## config.mk

```make
export PLATFORM = sky130hd
export DESIGN_NAME = wfd_core
export DESIGN_NICKNAME = d
export VERILOG_FILES = /design/src/wfd_pkg.sv /design/src/trigger_manager.sv /design/src/axis_fifo.sv /design/src/chan_rx_arbiter.sv /design/src/event_builder.sv /design/src/wfd_core.sv
export SDC_FILE = /design/constraint.sdc
export NUM_CORES = 1
export LEC_CHECK = 0
export BUFFER_PORTS_ARGS = -buffer_cell sky130_fd_sc_hd__buf_2
export CAP_MARGIN = 10
export CORE_MARGIN = 10
export CORE_UTILIZATION = 55
export CTS_BUF_LIST = sky130_fd_sc_hd__clkbuf_8 sky130_fd_sc_hd__clkbuf_16
export DETAILED_ROUTE_END_ITERATION = 12
export GPL_ROUTABILITY_DRIVEN = 0
export PLACE_DENSITY = 0.81
export SLEW_MARGIN = 20
export SYNTH_ARGS = -nofsm -noshare
export SYNTH_HDL_FRONTEND = slang
export SYNTH_SLANG_ARGS = --single-unit
```

## constraint.sdc

```tcl
create_clock -name clk125 -period 31.2 [get_ports clk125]
set_clock_uncertainty 0.2 [all_clocks]
set_input_delay 6.24 -clock clk125 [delete_from_list [all_inputs] [get_ports clk125]]
set_output_delay 6.24 -clock clk125 [all_outputs]
set_load 0.05 [all_outputs]
```

## src/wfd_pkg.sv

```systemverilog
// shared widths, counts and stream types for the digitizer trigger and readout path
`default_nettype none

package wfd_pkg;

    //////////////////////////////
    // sizes

    localparam int NUM_CHAN        = 5;  // channel boards on the master
    localparam int TRIG_NUM_W      = 24; // trigger number width
    localparam int CHAN_DATA_W     = 32; // channel return word width
    localparam int TRIG_FIFO_DEPTH = 4;  // trigger numbers waiting for readout
    localparam int DAQ_FIFO_DEPTH  = 8;  // output buffer towards the DAQ link

    // cycles after the acq pulse before done levels are trusted again,
    // covers the channel dropping its old done plus the 2-flop synchronizer
    localparam int DONE_HOLDOFF = 4;
    localparam int HOLDOFF_W    = $clog2(DONE_HOLDOFF + 1);

    //////////////////////////////
    // types

    typedef logic [NUM_CHAN-1:0]           chan_mask_t; // one bit per channel
    typedef logic [$clog2(NUM_CHAN)-1:0]   chan_idx_t;  // channel number
    typedef logic [$clog2(NUM_CHAN+1)-1:0] chan_cnt_t;  // 0 .. NUM_CHAN
    typedef logic [TRIG_NUM_W-1:0]         trig_num_t;

    // word on a channel return stream
    typedef struct packed {
        logic [CHAN_DATA_W-1:0] data;
        logic                   last; // final word of the channel packet
    } chan_beat_t;

    // word on the DAQ output stream
    typedef struct packed {
        logic                   header;  // first word of an event
        logic                   trailer; // final word of an event
        logic [CHAN_DATA_W-1:0] data;
    } daq_word_t;

endpackage

`default_nettype wire

```

## src/trigger_manager.sv

```systemverilog
// trigger control FSM that fires the channels on a front-panel trigger and queues its number
`timescale 1ns/10ps
`default_nettype none

module trigger_manager
    import wfd_pkg::*;
(
    input  logic       clk125,    // 125 MHz system clock
    input  logic       arst_n,
    input  logic       ext_trig,  // front-panel trigger, async level
    input  chan_mask_t acq_dones, // done levels from the channel boards, async
    input  chan_mask_t chan_en,   // static enable mask
    output chan_mask_t acq_trigs, // one-cycle acquisition pulse
    output chan_mask_t trig_arm,  // arm level to the channels
    output logic       num_valid, // towards trig_fifo
    output trig_num_t  num,
    input  logic       num_ready
);

    typedef enum logic [1:0] {
        ST_IDLE,      // armed, waiting for a trigger edge
        ST_WAIT_DONE, // channels are acquiring
        ST_PUSH_NUM   // number offered to the FIFO
    } tm_state_t;

    tm_state_t state;

    logic                 trig_meta; // first sync stage
    logic                 trig_sync; // second sync stage
    logic                 trig_prev; // edge detector history
    chan_mask_t           done_meta;
    chan_mask_t           done_sync;
    logic [HOLDOFF_W-1:0] holdoff;   // ignore stale done levels while nonzero
    logic                 trig_rise;
    logic                 accept;
    logic                 all_done;

    //////////////////////////////
    // trigger qualification

    assign trig_rise = trig_sync & ~trig_prev;
    assign accept    = trig_rise && (state == ST_IDLE) && num_ready; // else dropped

    // every enabled channel reports done and disabled bits are ignored
    assign all_done = ((done_sync & chan_en) == chan_en) && (holdoff == '0);

    assign trig_arm  = (state == ST_IDLE) ? chan_en : '0; // low from the pulse on
    assign num_valid = (state == ST_PUSH_NUM);

    //////////////////////////////
    // synchronizers, pulse and FSM

    always_ff @(posedge clk125 or negedge arst_n) begin
        if (!arst_n) begin
            trig_meta <= 1'b0;
            trig_sync <= 1'b0;
            trig_prev <= 1'b0;
            done_meta <= '0;
            done_sync <= '0;
            acq_trigs <= '0;
            holdoff   <= '0;
            num       <= '0;         // first accepted trigger becomes 1
            state     <= ST_IDLE;
        end else begin
            trig_meta <= ext_trig;
            trig_sync <= trig_meta;
            trig_prev <= trig_sync;
            done_meta <= acq_dones;
            done_sync <= done_meta;

            acq_trigs <= accept ? chan_en : '0; // single cycle, enabled bits only

            if (holdoff != '0) begin
                holdoff <= holdoff - 1'b1;
            end

            case (state)
                ST_IDLE: begin
                    if (accept) begin
                        num     <= num + 1'b1;
                        holdoff <= HOLDOFF_W'(DONE_HOLDOFF);
                        state   <= ST_WAIT_DONE;
                    end
                end
                ST_WAIT_DONE: begin
                    if (all_done) begin
                        state <= ST_PUSH_NUM;
                    end
                end
                ST_PUSH_NUM: begin
                    if (num_ready) begin
                        state <= ST_IDLE; // number taken, re-arm
                    end
                end
                default: state <= ST_IDLE;
            endcase
        end
    end

endmodule

`default_nettype wire

```

## src/axis_fifo.sv

```systemverilog
// valid/ready FIFO for any payload type; holds trigger numbers and buffers DAQ words
`timescale 1ns/10ps
`default_nettype none

module axis_fifo #(
    parameter type payload_t = logic [31:0], // word carried through
    parameter int  DEPTH     = 4             // number of entries
) (
    input  logic     clk125,
    input  logic     arst_n,
    input  logic     in_valid,
    input  payload_t in_data,
    output logic     in_ready,   // room for one more word
    output logic     out_valid,  // at least one word stored
    output payload_t out_data,
    input  logic     out_ready
);

    payload_t                   mem [DEPTH]; // circular buffer, no reset
    logic [$clog2(DEPTH)-1:0]   wr_ptr;
    logic [$clog2(DEPTH)-1:0]   rd_ptr;
    logic [$clog2(DEPTH+1)-1:0] count;       // words held
    logic                       wr_en;
    logic                       rd_en;

    assign wr_en = in_valid && in_ready;
    assign rd_en = out_valid && out_ready;

    assign in_ready  = (count != ($clog2(DEPTH+1))'(DEPTH));
    assign out_valid = (count != '0);
    assign out_data  = mem[rd_ptr]; // straight from storage, no path from in_data

    always_ff @(posedge clk125) begin
        if (wr_en) begin
            mem[wr_ptr] <= in_data;
        end
    end

    always_ff @(posedge clk125 or negedge arst_n) begin
        if (!arst_n) begin
            wr_ptr <= '0;
            rd_ptr <= '0;
            count  <= '0;
        end else begin
            if (wr_en) begin
                wr_ptr <= (wr_ptr == ($clog2(DEPTH))'(DEPTH - 1)) ? '0 : wr_ptr + 1'b1;
            end
            if (rd_en) begin
                rd_ptr <= (rd_ptr == ($clog2(DEPTH))'(DEPTH - 1)) ? '0 : rd_ptr + 1'b1;
            end
            case ({wr_en, rd_en})
                2'b10:   count <= count + 1'b1;
                2'b01:   count <= count - 1'b1;
                default: count <= count; // both or neither
            endcase
        end
    end

endmodule

`default_nettype wire

```

## src/chan_rx_arbiter.sv

```systemverilog
// round-robin packet arbiter merging the channel return streams into the event builder stream
`timescale 1ns/10ps
`default_nettype none

module chan_rx_arbiter
    import wfd_pkg::*;
(
    input  logic       clk125,
    input  logic       arst_n,
    input  chan_mask_t chan_valid,           // per-channel request
    input  chan_beat_t chan_beat [NUM_CHAN], // per-channel word
    output chan_mask_t chan_ready,           // only the granted channel sees ready
    output logic       out_valid,            // merged stream
    output chan_beat_t out_beat,
    input  logic       out_ready
);

    chan_idx_t ptr;        // last channel that finished a packet
    chan_idx_t grant;      // channel owning the stream mid-packet
    logic      locked;     // a packet is in flight
    chan_idx_t pick;       // next requester after ptr
    logic      pick_found;
    chan_idx_t sel;        // channel routed this cycle
    logic      active;

    //////////////////////////////
    // round-robin search

    always_comb begin
        int unsigned cand;

        pick_found = 1'b0;
        pick       = ptr;
        for (int i = 1; i <= NUM_CHAN; i++) begin
            cand = (int'(ptr) + i) % NUM_CHAN; // start one past the last winner
            if (!pick_found && chan_valid[cand]) begin
                pick_found = 1'b1;
                pick       = chan_idx_t'(cand);
            end
        end
    end

    assign sel    = locked ? grant : pick;  // stay on the packet owner
    assign active = locked || pick_found;

    //////////////////////////////
    // stream mux, combinational in both directions

    assign out_valid = chan_valid[sel]; // no request leaves sel pointing at an idle channel
    assign out_beat  = chan_beat[sel];

    always_comb begin
        chan_ready = '0;
        if (active) begin
            chan_ready[sel] = out_ready;
        end
    end

    // lock on the first word, release once last has gone through
    always_ff @(posedge clk125 or negedge arst_n) begin
        if (!arst_n) begin
            ptr    <= chan_idx_t'(NUM_CHAN - 1); // first search starts at channel 0
            grant  <= '0;
            locked <= 1'b0;
        end else if (out_valid && out_ready) begin
            if (out_beat.last) begin
                locked <= 1'b0;
                ptr    <= sel;    // round-robin moves on from here
            end else begin
                locked <= 1'b1;
                grant  <= sel;
            end
        end
    end

endmodule

`default_nettype wire

```

## src/event_builder.sv

```systemverilog
// event framing with a numbered header, one packet per enabled channel and a trailer flag
`timescale 1ns/10ps
`default_nettype none

module event_builder
    import wfd_pkg::*;
(
    input  logic       clk125,
    input  logic       arst_n,
    input  chan_mask_t chan_en,    // static enable mask
    input  logic       num_valid,  // from trig_fifo
    input  trig_num_t  num,
    output logic       num_ready,
    input  logic       beat_valid, // merged channel stream
    input  chan_beat_t beat,
    output logic       beat_ready,
    output logic       daq_valid,  // towards daq_fifo
    output daq_word_t  daq_word,
    input  logic       daq_ready
);

    typedef enum logic {
        EB_HEADER, // waiting for the next trigger number
        EB_BODY    // forwarding channel packets
    } eb_state_t;

    eb_state_t state;
    chan_cnt_t need;      // packets expected per event
    chan_cnt_t seen;      // packets finished in this event
    logic      last_pkt;  // current word closes the event

    assign need     = chan_cnt_t'($countones(chan_en));
    assign last_pkt = beat.last && ((seen + 1'b1) == need);

    //////////////////////////////
    // output word select

    always_comb begin
        daq_valid  = 1'b0;
        daq_word   = '0;
        num_ready  = 1'b0;
        beat_ready = 1'b0;
        case (state)
            EB_HEADER: begin
                daq_valid        = num_valid;
                daq_word.header  = 1'b1;
                daq_word.trailer = (need == '0);          // empty event is header only
                daq_word.data    = CHAN_DATA_W'(num);     // zero-extended
                num_ready        = daq_ready;             // pop as the header leaves
            end
            EB_BODY: begin
                daq_valid        = beat_valid;
                daq_word.trailer = last_pkt;
                daq_word.data    = beat.data;
                beat_ready       = daq_ready;             // stall passes back to arbiter
            end
            default: begin
                daq_valid = 1'b0;
            end
        endcase
    end

    //////////////////////////////
    // packet counting

    always_ff @(posedge clk125 or negedge arst_n) begin
        if (!arst_n) begin
            state <= EB_HEADER;
            seen  <= '0;
        end else begin
            case (state)
                EB_HEADER: begin
                    if (num_valid && daq_ready) begin
                        seen <= '0;
                        if (need != '0) begin
                            state <= EB_BODY;
                        end
                    end
                end
                EB_BODY: begin
                    if (beat_valid && daq_ready && beat.last) begin
                        if (last_pkt) begin
                            state <= EB_HEADER; // trailer sent, next event
                            seen  <= '0;
                        end else begin
                            seen  <= seen + 1'b1;
                        end
                    end
                end
                default: state <= EB_HEADER;
            endcase
        end
    end

endmodule

`default_nettype wire

```

## src/wfd_core.sv

```systemverilog
// top of the trigger and readout path; wires the trigger manager, FIFOs, arbiter and event builder
`timescale 1ns/10ps
`default_nettype none

module wfd_core
    import wfd_pkg::*;
(
    input  logic       clk125,                // 125 MHz system clock
    input  logic       arst_n,
    input  logic       ext_trig,              // front-panel trigger
    input  chan_mask_t acq_dones,             // done levels from the channels
    input  chan_mask_t chan_en,               // static enable mask
    output chan_mask_t acq_trigs,             // acquisition pulses to the channels
    output chan_mask_t trig_arm,              // arm levels to the channels
    input  chan_mask_t chan_valid,            // channel return streams
    input  chan_beat_t chan_beat [NUM_CHAN],
    output chan_mask_t chan_ready,
    output logic       daq_valid,             // DAQ output stream
    output daq_word_t  daq_word,
    input  logic       daq_ready
);

    // trigger manager to trig_fifo
    logic       tm_num_valid;
    logic       tm_num_ready;
    trig_num_t  tm_num;
    // trig_fifo to event builder
    logic       eb_num_valid;
    logic       eb_num_ready;
    trig_num_t  eb_num;
    // arbiter to event builder
    logic       arb_valid;
    logic       arb_ready;
    chan_beat_t arb_beat;
    // event builder to daq_fifo
    logic       eb_daq_valid;
    logic       eb_daq_ready;
    daq_word_t  eb_daq_word;

    trigger_manager tm (
        .clk125(clk125), .arst_n(arst_n),
        .ext_trig(ext_trig), .acq_dones(acq_dones), .chan_en(chan_en),
        .acq_trigs(acq_trigs), .trig_arm(trig_arm),
        .num_valid(tm_num_valid), .num(tm_num), .num_ready(tm_num_ready)
    );

    // lets the next trigger start while an event is still being read out
    axis_fifo #(.payload_t(trig_num_t), .DEPTH(TRIG_FIFO_DEPTH)) trig_fifo (
        .clk125(clk125), .arst_n(arst_n),
        .in_valid(tm_num_valid), .in_data(tm_num), .in_ready(tm_num_ready),
        .out_valid(eb_num_valid), .out_data(eb_num), .out_ready(eb_num_ready)
    );

    chan_rx_arbiter arb (
        .clk125(clk125), .arst_n(arst_n),
        .chan_valid(chan_valid), .chan_beat(chan_beat), .chan_ready(chan_ready),
        .out_valid(arb_valid), .out_beat(arb_beat), .out_ready(arb_ready)
    );

    event_builder eb (
        .clk125(clk125), .arst_n(arst_n), .chan_en(chan_en),
        .num_valid(eb_num_valid), .num(eb_num), .num_ready(eb_num_ready),
        .beat_valid(arb_valid), .beat(arb_beat), .beat_ready(arb_ready),
        .daq_valid(eb_daq_valid), .daq_word(eb_daq_word), .daq_ready(eb_daq_ready)
    );

    // output buffer, absorbs DAQ back-pressure
    axis_fifo #(.payload_t(daq_word_t), .DEPTH(DAQ_FIFO_DEPTH)) daq_fifo (
        .clk125(clk125), .arst_n(arst_n),
        .in_valid(eb_daq_valid), .in_data(eb_daq_word), .in_ready(eb_daq_ready),
        .out_valid(daq_valid), .out_data(daq_word), .out_ready(daq_ready)
    );

endmodule

`default_nettype wire

```

==> results of run 1 <==
## per-layer routing
layer,vias up,global-route usage,part of all wire
li1,5842,-,-
met1,6516,0.273,0.40
met2,499,0.356,0.51
met3,88,0.0313,0.064
met4,0,0.0664,0.025
met5,-,0,0
## flip-flops by register name (all words and copies together), names as in the netlist, 4 cells and up
name and count:
daq_fifo.count 4, daq_fifo.mem 272, tm.acq_trigs 5, tm.done_meta 5
tm.done_sync 5, tm.num 24, trig_fifo.mem 96
## cells in the mapped netlist (4+ instances only)
cell / n
inv_1: 43
a221oi_1: 27
a21oi_1: 33
buf_6: 4
edfxtp_1: 368
xor2_1: 12
o21ai_0: 22
fa_1: 4
o21ai_1: 6
and3_1: 18
dfrtp_1: 74
a21o_1: 7
nand3_1: 17
o21a_1: 5
nor2b_1: 13
o211a_1: 4
nor3_1: 17
o22ai_1: 12
ha_1: 43
a22oi_1: 10
nor2_1: 92
mux2i_1: 99
mux2_2: 47
buf_2: 15
mux4_2: 94
xnor2_1: 30
and4b_1: 4
nand2b_1: 11
or4_1: 5
a211oi_1: 6
clkbuf_1: 44
and2_1: 16
nand2_1: 57
buf_1: 17
o211ai_1: 12
nand4_1: 8
## worst register-to-register path: cells and delay by family (launching register included)
kind	cells	cell delay, ns
AO/OA/AOI/OAI	9	2.33
XOR/XNOR	3	0.78
adder cells (fa/ha/maj)	4	1.65
buffers and inverters	7	2.69
flip-flops	1	0.32
AND/OR/NAND/NOR	6	1.29
## final timing paths
path,depth (start not counted),end,start
max,11,chan_ready[4],chan_valid[0]
min,0,tm.done_sync[4]$_DFF_PN0_,tm.done_meta[4]$_DFF_PN0_
max reg2reg,29,daq_fifo.count[3]$_DFFE_PN0P_,arb.ptr[0]$_DFFE_PN0P_
min reg2reg,0,tm.done_sync[4]$_DFF_PN0_,tm.done_meta[4]$_DFF_PN0_
max in group asynchronous,2,daq_fifo.rd_ptr[0]$_DFFE_PN0P_,arst_n
min in group asynchronous,1,tm.num[8]$_DFFE_PN0P_,arst_n
## through the flow
stage	hold WS, ns	instances	util	instance area, um2
6_report	0.146	2149	0.640	24100
3_3_place_gp	0.132	2071	0.604	22700
3_5_place_dp	0.136	2071	0.604	22700
4_1_cts	0.147	2149	0.639	24100
2_1_floorplan	0.131	1384	-	21000
5_1_grt	0.149	2149	0.640	24100
## kinds of logic after synthesis
kind of cell             Yosys count
AO/OA/AOI/OAI                    191
XOR/XNOR                          44
adder cells (fa/ha/maj)           47
buffers and inverters            129
flip-flops                       443
multiplexers                     244
AND/OR/NAND/NOR                  286
## area by class of cell
class / instances / area (um2)
clock buffer: 47 / 1130
clock inverter: 31 / 214
fill: 2667 / 13600
inverter: 48 / 180
multi-input combinational: 812 / 7650
sequential: 443 / 12900
tap: 511 / 639
timing repair buffer: 257 / 1350
==> impl_metrics.env, run 1 <==
export IMPL_setup_slack_ns=14.52
export IMPL_first_pass_iters=5
export IMPL_wl_per_cell_um=23.1
export IMPL_die_w_um=216
export IMPL_grt_use_total=0.210
export IMPL_synth_warning_count=0
export IMPL_synthDistinctLibCells=91
export IMPL_arrival_ns=10.24
export IMPL_end_kind="output pin"
export IMPL_synth_top_family_by_area="multiplexers"
export IMPL_period_needed_ns=16.68
export IMPL_antenna_found_initial=0
export IMPL_syn_instance_count=1384
export IMPL_synth_xor_area_share=0.0190
export IMPL_drive_gt1_frac=0.302
export IMPL_grt_start_max_net_pins=60
export IMPL_crit_required_ns=24.76
export IMPL_hold_class="reg2reg"
export IMPL_core_area_um2=37700
export IMPL_status="finished clean"
export IMPL_reg2reg_slack_ns=21.83
export IMPL_rsz0062_at_grt="false"
export IMPL_post_cts_resized=0
export IMPL_synthesis_area_um2=21000
export IMPL_syn_num_nets=1615
export IMPL_slew_violations=0
export IMPL_synth_adder_area_share=0.0294
export IMPL_layout_area_overhead_vs_synth_pct=14.5
export IMPL_ys_ff_latch=443
export IMPL_synth_top_area_frac=0.525
export IMPL_crit_type="in2out"
export IMPL_viasPerCell=6.02
export IMPL_cp_num_buf_inv=2
export IMPL_synth_yosys_seq_area_share=0.614
export IMPL_path_delay_family="simple AND/OR/NAND/NOR gates"
export IMPL_clock_fmax_mhz=60.0
export IMPL_numCtsBuffers=43
export IMPL_cp_cell_sequence="buf_2 > mux4_2 > and3_1 > nor3b_2 > nand4_1 > a2111o_1 > and2_1 > a31o_2 > nor3_4 > and2_1 > buf_2"
export IMPL_async_flop_share=0.169
export IMPL_ant_nets=0
export IMPL_grt_first_pass_wirelength_um=76800
export IMPL_fin_setup_tns_ns=0
export IMPL_max_slew_margin=0.268
export IMPL_synth_compound_area_share=0.0670
export IMPL_synth_edf_count=368
export IMPL_portBuffers=233
export IMPL_ios=234
export IMPL_first_global_vias=13400
export IMPL_dieArea_um2=46500
export IMPL_hold_buffers=0
export IMPL_yosys_area_share_simple=0.0691
export IMPL_vias=12900
export IMPL_max_stage_delay_ns=0.99
export IMPL_synth_largest_area_cell="edfxtp_1"
export IMPL_cp_max_fo=39
export IMPL_drt_iter0_drc=1190
export IMPL_pre_cts_ws_ns=14.61
export IMPL_critPathSlowestCell="nor3_4"
export IMPL_cts_buffer_depth=3
export IMPL_synth_area_leaders="edfxtp_1, mux4_2, dfrtp_1"
export IMPL_final_common_cell="edfxtp_1"
export IMPL_setup_viol=0
export IMPL_min_period_over_period=0.535
export IMPL_clk_pin_slew_ns=0.05
export IMPL_worstMarginPinSlew_ns=1.09
export IMPL_layout_common_cells="edfxtp_1, buf_2, mux2i_1"
export IMPL_syn_area_per_cell_um2=15.2
export IMPL_yosys_most_used_dff="edfxtp_1"
export IMPL_finalHoldViolations=0
export IMPL_clock_latency_ns=0.54
export IMPL_synthMuxAreaShare=0.176
export IMPL_cts_root_buf="clkbuf_16"
export IMPL_initial_core_util=0.559
export IMPL_post_cts_setup_buffers=0
export IMPL_final_nets=1836
export IMPL_drc=0
export IMPL_startpoint_type="primary input"
export IMPL_n_antenna_cell=0
export IMPL_cap_violations=0
export IMPL_die_height_um=216
export IMPL_drt_total_wl_um=49500
export IMPL_dp_hpwl_um=31900
export IMPL_grt_overflow_total=0
export IMPL_cts_sinks=443
export IMPL_htree_levels=2
export IMPL_cts_tree="built"
export IMPL_rows=71
Power of run 1 is left out: the tool's default activity adds up to more than one toggle a clock period on the data nets, which glitch-free logic cannot reach.
==> inputs of run 2 (changes only) <==
Settings changed: CORE_UTILIZATION 55 to 53.
Clock period 31.2 ns to 15.19 ns, I/O delays scaled along.
==> run 2 against run 1 <==
Against the previous run: critical path depth is 6 higher; clock-buffer cell count down 3; worst setup slack got worse by 10 ns; hold slack improved by 0.0014 ns; die area up 3.4%; final cell count grew 0.37%; sequential cell count unchanged; non-clock buffer count is the same; utilization down 1.9 points; cell area is 0.18% higher.
==> impl_metrics.env, run 2 (same netlist as run 1, synthesis figures left out) <==
export IMPL_ant_nets=0
export IMPL_cap_violations=0
export IMPL_hold_class="reg2reg"
export IMPL_layout_area_overhead_vs_synth_pct=14.7
export IMPL_portBuffers=233
export IMPL_drc=0
export IMPL_first_pass_iters=5
export IMPL_grt_start_max_net_pins=70
export IMPL_globalRouteMet1Util=0.269
export IMPL_crit_required_ns=11.95
export IMPL_first_global_vias=13400
export IMPL_htree_levels=2
export IMPL_nFillCells=2748
export IMPL_multi_input_comb_area_um2=7640
export IMPL_cts_buffer_depth=3
export IMPL_clock_latency_ns=0.55
export IMPL_seq_area_um2=12900
export IMPL_clock_fmax_mhz=91.1
export IMPL_status="finished clean"
export IMPL_dp_hpwl_um=32500
export IMPL_initial_core_util=0.541
export IMPL_vias=13200
export IMPL_die_height_um=219
export IMPL_final_nets=1836
export IMPL_worstMarginPinSlew_ns=1.05
export IMPL_post_cts_setup_buffers=0
export IMPL_crit_type="reg2out"
export IMPL_use_met3=0.0418
export IMPL_largest_register_ffs=272
export IMPL_cp_max_fo=41
export IMPL_min_period_over_period=0.723
export IMPL_antenna_found_initial=1
export IMPL_grt_busiest_layer="met2"
export IMPL_post_cts_resized=0
export IMPL_grt_overflow_total=0
export IMPL_layout_common_cells="edfxtp_1, buf_2, mux2i_1"
export IMPL_gr_usage_met2=0.337
export IMPL_grt_use_total=0.205
export IMPL_period_needed_ns=10.98
export IMPL_drive_gt1_frac=0.300
export IMPL_hold_buffers=0
export IMPL_drt_total_wl_um=50300
export IMPL_setup_viol=0
export IMPL_slew_violations=0
export IMPL_cts_tree="built"
export IMPL_grt_first_pass_wirelength_um=76700
export IMPL_core_area_um2=38900
export IMPL_cts_root_buf="clkbuf_16"
export IMPL_die_w_um=219
export IMPL_startpoint_type="flop"
export IMPL_ios=234
export IMPL_wl_per_cell_um=23.3
export IMPL_fin_setup_tns_ns=0
export IMPL_max_slew_margin=0.300
export IMPL_final_common_cell="edfxtp_1"
export IMPL_arrival_ns=7.74
export IMPL_top_register="daq_fifo.mem"
export IMPL_viasPerCell=6.13
export IMPL_drt_iter0_drc=1296
export IMPL_rsz0062_at_grt="false"
export IMPL_numCtsBuffers=43
export IMPL_dieArea_um2=48100
export IMPL_reg_top3="daq_fifo.mem: 272 flops, trig_fifo.mem: 96 flops, tm.num: 24 flops"
export IMPL_rows=72
export IMPL_n_antenna_cell=0
export IMPL_end_kind="output pin"
export IMPL_clk_pin_slew_ns=0.06
export IMPL_cts_sinks=443
export IMPL_finalHoldViolations=0
run 2: critical path, stage by stage, from the launching register on:
cell      delay (ns)
dfrtp_1         0.32
buf_4           0.41
inv_1           0.40
ha_1            0.94
inv_1           0.37
ha_1            0.31
or2_2           0.32
o211a_1         0.24
nor2_2          0.35
nor4_1          0.15
a211o_1         0.31
a211oi_2        0.60
a21boi_0        0.19
o31a_1          0.29
a31o_2          0.52
nor3_4          0.94
and2_1          0.23
buf_2           0.27
run 2: worst paths after layout:
check,startpoint,slack (ns),endpoint,cells after the start
worst max-delay path,arb.ptr[0]$_DFFE_PN0P_,4.21,chan_ready[4],17
worst min-delay path,tm.done_meta[0]$_DFF_PN0_,0.15,tm.done_sync[0]$_DFF_PN0_,0
worst max register to register,arb.ptr[0]$_DFFE_PN0P_,5.87,daq_fifo.count[3]$_DFFE_PN0P_,31
worst min register to register,tm.done_meta[0]$_DFF_PN0_,0.15,tm.done_sync[0]$_DFF_PN0_,0
max in group asynchronous,arst_n,11.50,daq_fifo.rd_ptr[0]$_DFFE_PN0P_,2
min in group asynchronous,arst_n,2.17,tm.num[23]$_DFFE_PN0P_,1
run 2: layout make-up:
type | count | share of cell area
multi-input cells | 812 | 0.317
flip-flops and latches | 443 | 0.536
repair buffers | 257 | 0.0559
clock buffers | 44 | 0.0452
clock inverters | 35 | 0.0122
well taps | 518 | 0.0269
inverters | 48 | 0.00747
run 2: per-stage QoR:
step	instance area [um2]	cells	setup WS, ns	hold WS, ns	util
after floorplan	21000	1384	3.46	0.131	-
after global placement	22800	2078	5.16	0.132	0.585
after detailed placement	22800	2078	4.89	0.136	0.585
after CTS	24100	2157	4.29	0.150	0.620
after global routing	24100	2157	3.75	0.159	0.620
final	24100	2157	4.21	0.148	0.620
run 2: per-layer routing:
metal / vias up / wire (um)
li1: 5843 / -
met1: 6704 / 20100
met2: 559 / 25100
met3: 105 / 3750
met4: 2 / 1380
met5: - / 9
Power of run 2 is left out for the same reason.
